==> src/common/mem_pkg.sv <==
// memory system shared types
package mem_pkg;

   // geometry of the cache and the banked memory
   localparam int unsigned words_per_line = 4;
   localparam int unsigned num_lines = 256;
   localparam int unsigned num_banks = 4;
   localparam int unsigned bank_words = 8192;

   typedef logic [15:0] addr_t;
   typedef logic [15:0] word_t;
   typedef logic [4:0]  tag_t;
   typedef logic [7:0]  index_t;
   typedef logic [1:0]  word_sel_t;

   // word address is tag, index and word select
   typedef logic [14:0] waddr_t;
   // one word inside a single bank
   typedef logic [12:0] row_t;

   typedef struct packed {
      logic   rd;
      logic   wr;
      waddr_t addr;
      word_t  data;
   } mem_req_t;

   typedef struct packed {
      logic      valid;
      word_sel_t word_sel;
      word_t     data;
   } mem_resp_t;

   typedef struct packed {
      logic      enable;
      logic      comp;
      logic      write;
      logic      valid_in;
      index_t    index;
      tag_t      tag;
      word_sel_t word_sel;
      word_t     data;
   } cache_cmd_t;

   typedef struct packed {
      logic  hit;
      logic  dirty;
      logic  valid;
      tag_t  tag;
      word_t data;
   } cache_stat_t;

endpackage

==> src/cache/cache_controller.sv <==
// cache controller FSM
`timescale 1ns/1ps

module cache_controller (
   input  logic                 clk,
   input  logic                 reset,
   input  mem_pkg::addr_t       Addr,
   input  mem_pkg::word_t       DataIn,
   input  logic                 Rd,
   input  logic                 Wr,
   input  mem_pkg::cache_stat_t stat,
   input  mem_pkg::mem_resp_t   resp,
   input  logic                 mem_stall,
   output mem_pkg::cache_cmd_t  cmd,
   output mem_pkg::mem_req_t    req,
   output mem_pkg::word_t       DataOut,
   output logic                 Done,
   output logic                 Stall,
   output logic                 CacheHit,
   output logic                 err
);
   import mem_pkg::*;

   typedef enum logic [2:0] {
      st_idle,
      st_compare,
      st_writeback,
      st_fill_issue,
      st_fill_wait,
      st_done
   } ctrl_state_t;

   localparam word_sel_t last_word = word_sel_t'(words_per_line - 1);

   ctrl_state_t state;
   ctrl_state_t next_state;

   // latched request
   tag_t      cur_tag;
   index_t    cur_index;
   word_sel_t cur_sel;
   word_t     cur_data;
   logic      cur_wr;

   // word counter for write-back and fill issue
   word_sel_t cnt;
   logic      miss_seen;

   logic accept;
   logic bad_req;
   logic victim_dirty;
   logic mem_take;
   logic fill_word;
   logic last_fill;

   assign accept       = (state == st_idle) & (Rd | Wr);
   assign bad_req      = (Rd & Wr) | Addr[0];
   assign victim_dirty = stat.valid & stat.dirty;
   assign mem_take     = (req.rd | req.wr) & ~mem_stall;
   assign fill_word    = resp.valid & ((state == st_fill_issue) | (state == st_fill_wait));
   assign last_fill    = fill_word & (resp.word_sel == last_word);

   always_comb begin
      next_state = state;
      case (state)
         st_idle: begin
            if (accept) begin
               next_state = bad_req ? st_done : st_compare;
            end
         end
         st_compare: begin
            if (stat.hit) begin
               next_state = st_idle;
            end else begin
               next_state = victim_dirty ? st_writeback : st_fill_issue;
            end
         end
         st_writeback: begin
            if (mem_take && cnt == last_word) begin
               next_state = st_fill_issue;
            end
         end
         st_fill_issue: begin
            if (mem_take && cnt == last_word) begin
               next_state = st_fill_wait;
            end
         end
         st_fill_wait: begin
            if (last_fill) begin
               next_state = st_compare;
            end
         end
         default: next_state = st_idle;
      endcase
   end

   always_ff @(posedge clk) begin
      if (reset) begin
         state     <= st_idle;
         cnt       <= '0;
         miss_seen <= 1'b0;
      end else begin
         state <= next_state;
         if (accept) begin
            cnt       <= '0;
            miss_seen <= 1'b0;
         end else begin
            if (mem_take) begin
               cnt <= cnt + 1'b1;
            end
            if (state == st_compare && !stat.hit) begin
               miss_seen <= 1'b1;
            end
         end
      end
   end

   always_ff @(posedge clk) begin
      if (accept) begin
         cur_tag   <= Addr[15:11];
         cur_index <= Addr[10:3];
         cur_sel   <= Addr[2:1];
         cur_data  <= DataIn;
         cur_wr    <= Wr;
      end
   end

   // cache side
   always_comb begin
      cmd.enable   = 1'b0;
      cmd.comp     = 1'b0;
      cmd.write    = 1'b0;
      cmd.valid_in = 1'b0;
      cmd.index    = cur_index;
      cmd.tag      = cur_tag;
      cmd.word_sel = cur_sel;
      cmd.data     = cur_data;
      case (state)
         st_compare: begin
            cmd.enable = 1'b1;
            cmd.comp   = 1'b1;
            cmd.write  = cur_wr;
         end
         st_writeback: begin
            cmd.enable   = 1'b1;
            cmd.word_sel = cnt;
         end
         default: begin
            // fill words go wherever the bank says they belong
            if (fill_word) begin
               cmd.enable   = 1'b1;
               cmd.write    = 1'b1;
               cmd.word_sel = resp.word_sel;
               cmd.data     = resp.data;
               cmd.valid_in = (resp.word_sel == last_word);
            end
         end
      endcase
   end

   // memory side
   always_comb begin
      req.rd   = 1'b0;
      req.wr   = 1'b0;
      req.addr = {cur_tag, cur_index, cnt};
      req.data = stat.data;
      case (state)
         // clean miss starts the fill right away
         st_compare:    req.rd = ~stat.hit & ~victim_dirty;
         st_writeback: begin
            req.wr   = 1'b1;
            req.addr = {stat.tag, cur_index, cnt};
         end
         st_fill_issue: req.rd = 1'b1;
         default: begin
            req.rd = 1'b0;
         end
      endcase
   end

   assign Done     = ((state == st_compare) & stat.hit) | (state == st_done);
   assign err      = (state == st_done);
   assign CacheHit = (state == st_compare) & stat.hit & ~miss_seen;
   assign Stall    = (state != st_idle) & ~Done;
   assign DataOut  = stat.data;

   // every request ends with a single done pulse
   assert property (@(posedge clk) disable iff (reset) Done |=> !Done);

endmodule

==> config.mk <==
export PLATFORM = sky130hd
export DESIGN_NAME = cache_controller
export DESIGN_NICKNAME = d
export VERILOG_FILES = /design/src/common/mem_pkg.sv /design/src/cache/cache_controller.sv
export SDC_FILE = /design/constraint.sdc
export NUM_CORES = 1
export LEC_CHECK = 0
export BUFFER_PORTS_ARGS = -buffer_cell sky130_fd_sc_hd__buf_2
export CAP_MARGIN = 10
export CORE_ASPECT_RATIO = 0.7
export CORE_MARGIN = 2
export CORE_UTILIZATION = 35
export CTS_CLUSTER_DIAMETER = 200
export DETAILED_ROUTE_END_ITERATION = 8
export PLACE_DENSITY_LB_ADDON = 0.05
export SLEW_MARGIN = 15
export SYNTH_ARGS = -nofsm -noshare
export SYNTH_HDL_FRONTEND = slang
export SYNTH_SLANG_ARGS = --single-unit
export TNS_END_PERCENT = 30
==> constraint.sdc <==
create_clock -name clk -period 2.57 [get_ports clk]
set_input_delay 0.1285 -clock clk [delete_from_list [all_inputs] [get_ports clk]]
set_output_delay 0.1285 -clock clk [all_outputs]
set_load 0.03 [all_outputs]
# After elaboration in Yosys (flattened, before gate mapping)
# Cells that the tools add are included.
# word_totals
reg_bits,38
latchBits,0
mem_bits_rw,0
romBits,0
in_bits,80
out_inout_bits,88
elab_cells,67
memories,0
# classes
add_sub_neg,1
multipliers,0
div_mod_pow,0
magnitude_cmp,0
n_eq_ne,11
shifts,0
mux,19
bitwise,20
n_reduce_logical,8
# op_table
operator,n
$mux 16,2
$mux 18,1
$mux 3,5
$pmux 3 s5,1
$and 1x1->1,10
$eq 3x2->1 const B,2
$eq 3x3->1 const B,2
$ne 2x2->1 const B,3
$mux 1,5
$not 1->1,5
$or 1x1->1,5
$eq 2x2->1 const B,2
$mux 2,2
$pmux 1 s2,2
$pmux 2 s2,1
$reduce_and 4->1,1
$reduce_or 2->1,2
$eq 3x1->1 const B,1
$logic_not 3->1,1
$reduce_bool 3->1,1
$add 2x1->2 const B,1
$logic_and 1x1->1,2
$ne 2x1->1 const B,1
$logic_not 1->1,1

# Longest topological paths before layout
# logic_depth
ltp_word,9
ltp_mapped,6
depth_no_buf,5

# Worst setup path after synthesis
# No wires, ideal clock.
# synth_path
kind,register -> register
from,reg state[0]
to,reg cnt[0]
setup_ps,125
arrival_time_ps,2552
required_time_ps,2445
setup_slack_ps,-107
path_stages_with_launch,6
n_path_buf,1
synth_period_minus_slack_ps,2677
cell_sequence,dfxtp_1 -> buf_2 -> nor3_1 -> nor2b_1 -> or2_2 -> a21oi_1
# synth_between
elab_cells_between_ends,10
classes_between,eq/ne: 3; mux: 2; bitwise: 3; reduce/logical: 2
# synth_lines
element,line,text
"start, declared",cache_controller.sv:35,ctrl_state_t state;
"start signal, assigned",cache_controller.sv:99,state <= st_idle;
"start signal, assigned",cache_controller.sv:103,state <= next_state;
$logic_not 3->1,cache_controller.sv:56,assign accept = (state == st_idle) & (Rd | Wr);
$and 1x1->1,cache_controller.sv:56,
via accept,cache_controller.sv:49,logic accept;
$reduce_or 2->1 (no line),n/a,
"end signal, assigned",cache_controller.sv:109,cnt <= cnt + 1'b1;
"end, declared",cache_controller.sv:46,word_sel_t cnt;
# The timed path passes the listed nets, and every way through them passes these cells.
# A chain may end at the register's enable or synchronous reset.

==> results.toml <==
[placement]
dp_hpwl_um = 3740
placed_cells = 319
gp_congestion = 0.738
port_buffers = 119

[critical_path]
cp.depth = 5
crit_fanout = 21
crit_buf_inv = 2
crit_type = "reg -> out"
required_ns = 2.44
crit_family = "flip-flops"
cp_slowest_cell = "dfxtp_1"
crit_arrival_ns = 2.26
endpoint_kind = "output port"
slowest_delay_ns = 0.70
path_cells = "and4bb_1, a31o_1, buf_4, mux2_2, buf_2"
crit_path_start_kind = "flop"
reg2regPathDepth = 3

[clock_network]
cts_resized = 0
clock_tree.buffer_depth = 2
clk_pin_slew_ns = 0.08
cts_tree = "done"
cts_setup_buffers = 0
clock_latency_ns = 0.29
numClockSinks = 38
htreeDepth = 2
holdBufCountCts = 8
root_buffer = "clkbuf_8"
cts_buffers = 5

[power_and_ir_drop]
power_frac_comb_pct = 39.6
power_frac_seq_pct = 36.0
p_clk_share_pct = 24.5
leakage_nw = 1.27
p_int_mw = 1.55
worst_ir_drop_vdd_mv = 0.403
switching_share_pct = 37.2
p_sw_uw = 921
p_per_area_nw_per_um2 = 898

[synth]
synth_top_family_by_area = "buffers and inverters"
synth-seq-cells = 38
syn_nets = 248
postSynthCellCount = 167
yosys.area_share.xor_xnor_pct = 0
synth_edf_count = 32
synth_compound_area_share_pct = 7.52
avgSynthCellArea_um2 = 12.4
async_flop_share_pct = 0
yosys.cell_types.count = 35
synth-simple-area-share_pct = 8.19
synthMuxAreaShare_pct = 13.3
synth_warnings = 0
yosysSeqAreaShare_pct = 52.4
netlist_area_um2 = 2060
yosys.area_share.adder_pct = 0.606
synthFlopType = "edfxtp_1"

[floorplanning]
core_um2 = 5700
die_h_um = 68.2
rows = 23
ioPinCount = 168
die_w_um = 95.8
die_area_um2 = 6530
initial_core_util_pct = 36.2

[final_layout]
multi_input_area_um2 = 618
stdcell_count = 344
final_cell_mix = "buf_2 (119), edfxtp_1 (32), dlygate4sd3_1 (17)"
drive_above_1_share_pct = 57.2
seq_area_um2 = 1080
n_fill_cell = 519
diodes = 0
finalNetCount = 349
area_delta_synth_final_pct = 33.6
final_common_cell = "buf_2"

[detailed_routing]
first_iter_violations = 45
vias = 1592
vias_per_cell = 4.63
wire_per_inst_um = 14.0
totalWireLength_um = 4820
drc_errors = 0
drtAntennaViolNets = 0
drt_pass1_iterations = 4

[min_path]
min_path_cells = 1
hold_path.class = "in -> reg"

[global_route]
gr-usage-all-layers_pct = 14.1
grt_pass1_wl_um = 6750
grt.overflow.total = 0
grt_start_max_net_pins = 22
grt_pass1_vias = 1365
antenna_found_initial = 0

[sta]
rsz0062_at_grt = "no"
tightest_slew_ns = 0.586
fin_skew_ns = 0.00552
clock.fmax_mhz = 419
finalCritPeriodShare_pct = 92.8
setup_violations = 0
finalSetupTns_ns = 0
hold_viol = 0
drv_slew = 0
period_minus_slack_ns = 2.38
slew_headroom_pct = 60.9

[flow_run]
max_cap_viol_count = 0

[run_status]
status = "finished clean"
[layout make-up]
type,instances,share of cell area [%]
Tap cell,75,3.40
Timing Repair Buffer,141,29.1
Sequential cell,38,39.2
Clock inverter,3,2.50
Clock buffer,5,2.50
Inverter,6,0.817
Multi-Input combinational cell,76,22.4
[sequential cells by signal, indices dropped and copies added (netlist names)]
signal     count
cnt            2
cur_data      16
cur_index      8
cur_sel        2
cur_tag        5
cur_wr         1
miss_seen      1
state          3
[power groups by stage]
| stage | combinational (mW) | sequential (mW) | clock (mW) |
|---|---|---|---|
| after floorplan | 0.750 | 0.951 | 0 |
| after global placement | 0.970 | 0.905 | 0 |
| after detailed placement | 0.967 | 0.904 | 0 |
| after CTS | 0.978 | 0.892 | 0.622 |
| after global routing | 1.04 | 0.908 | 0.649 |
| final | 0.979 | 0.890 | 0.606 |
[worst paths after layout]
kind             endpoint  slack [ns]      start
max               cmd[13]        0.19   state[2]
min          cur_index[3]        0.01    Addr[6]
max reg2reg  cur_index[5]        0.82   state[2]
min reg2reg     miss_seen        0.48  miss_seen
[per-stage QoR]
step	instance area (um2)	hold slack, ns	setup WS [ns]	total power, mW	util (%)
2_1_floorplan	2070	0.198	0.524	1.70	-
4_1_cts	2670	0.000193	0.184	2.49	46.8
3_5_place_dp	2450	0.257	0.489	1.87	43.0
6_report	2760	0.0111	0.186	2.47	48.4
5_1_grt	2760	-0.00475	0.00716	2.60	48.4
3_3_place_gp	2450	0.257	0.528	1.87	43.0
[cells by family after synthesis]
| logic type | after synthesis |
|---|---|
| buffers and inverters | 53 |
| multiplexers | 21 |
| flip-flops | 38 |
| adder cells (fa/ha/maj) | 1 |
| AO/OA/AOI/OAI | 24 |
| AND/OR/NAND/NOR | 30 |
[worst reg2reg max path: stages, from the launching register on]
cell     delay [ns]
dfxtp_1        0.50
nor3_1         0.28
nor2b_4        0.39
buf_4          0.28
[metal layers]
metal	track usage (%)	vias up	routed length (um)	share of wire, %
li1	-	762	-	-
met1	16.9	723	1950	40
met2	23.2	93	2320	48
met3	5.18	14	471	9.8
met4	5.54	0	79	1.6
met5	0	-	0	0
[synthesized netlist by cell type (all sizes together) (2+ instances only)]
master / number / area share, %
and3: 3 / 0.91
a21oi: 9 / 2.2
a22oi: 2 / 0.73
a222oi: 2 / 0.97
nand3: 2 / 0.49
o31ai: 2 / 0.73
nor2: 8 / 1.5
mux2: 21 / 13
nand2b: 2 / 0.61
dfxtp: 6 / 5.8
edfxtp: 32 / 47
buf: 47 / 17
o21ai: 4 / 0.97
inv: 6 / 1.1
nor2b: 3 / 0.91
nor3: 3 / 0.73
nand2: 2 / 0.36
(Power assumes the default switching activity.)
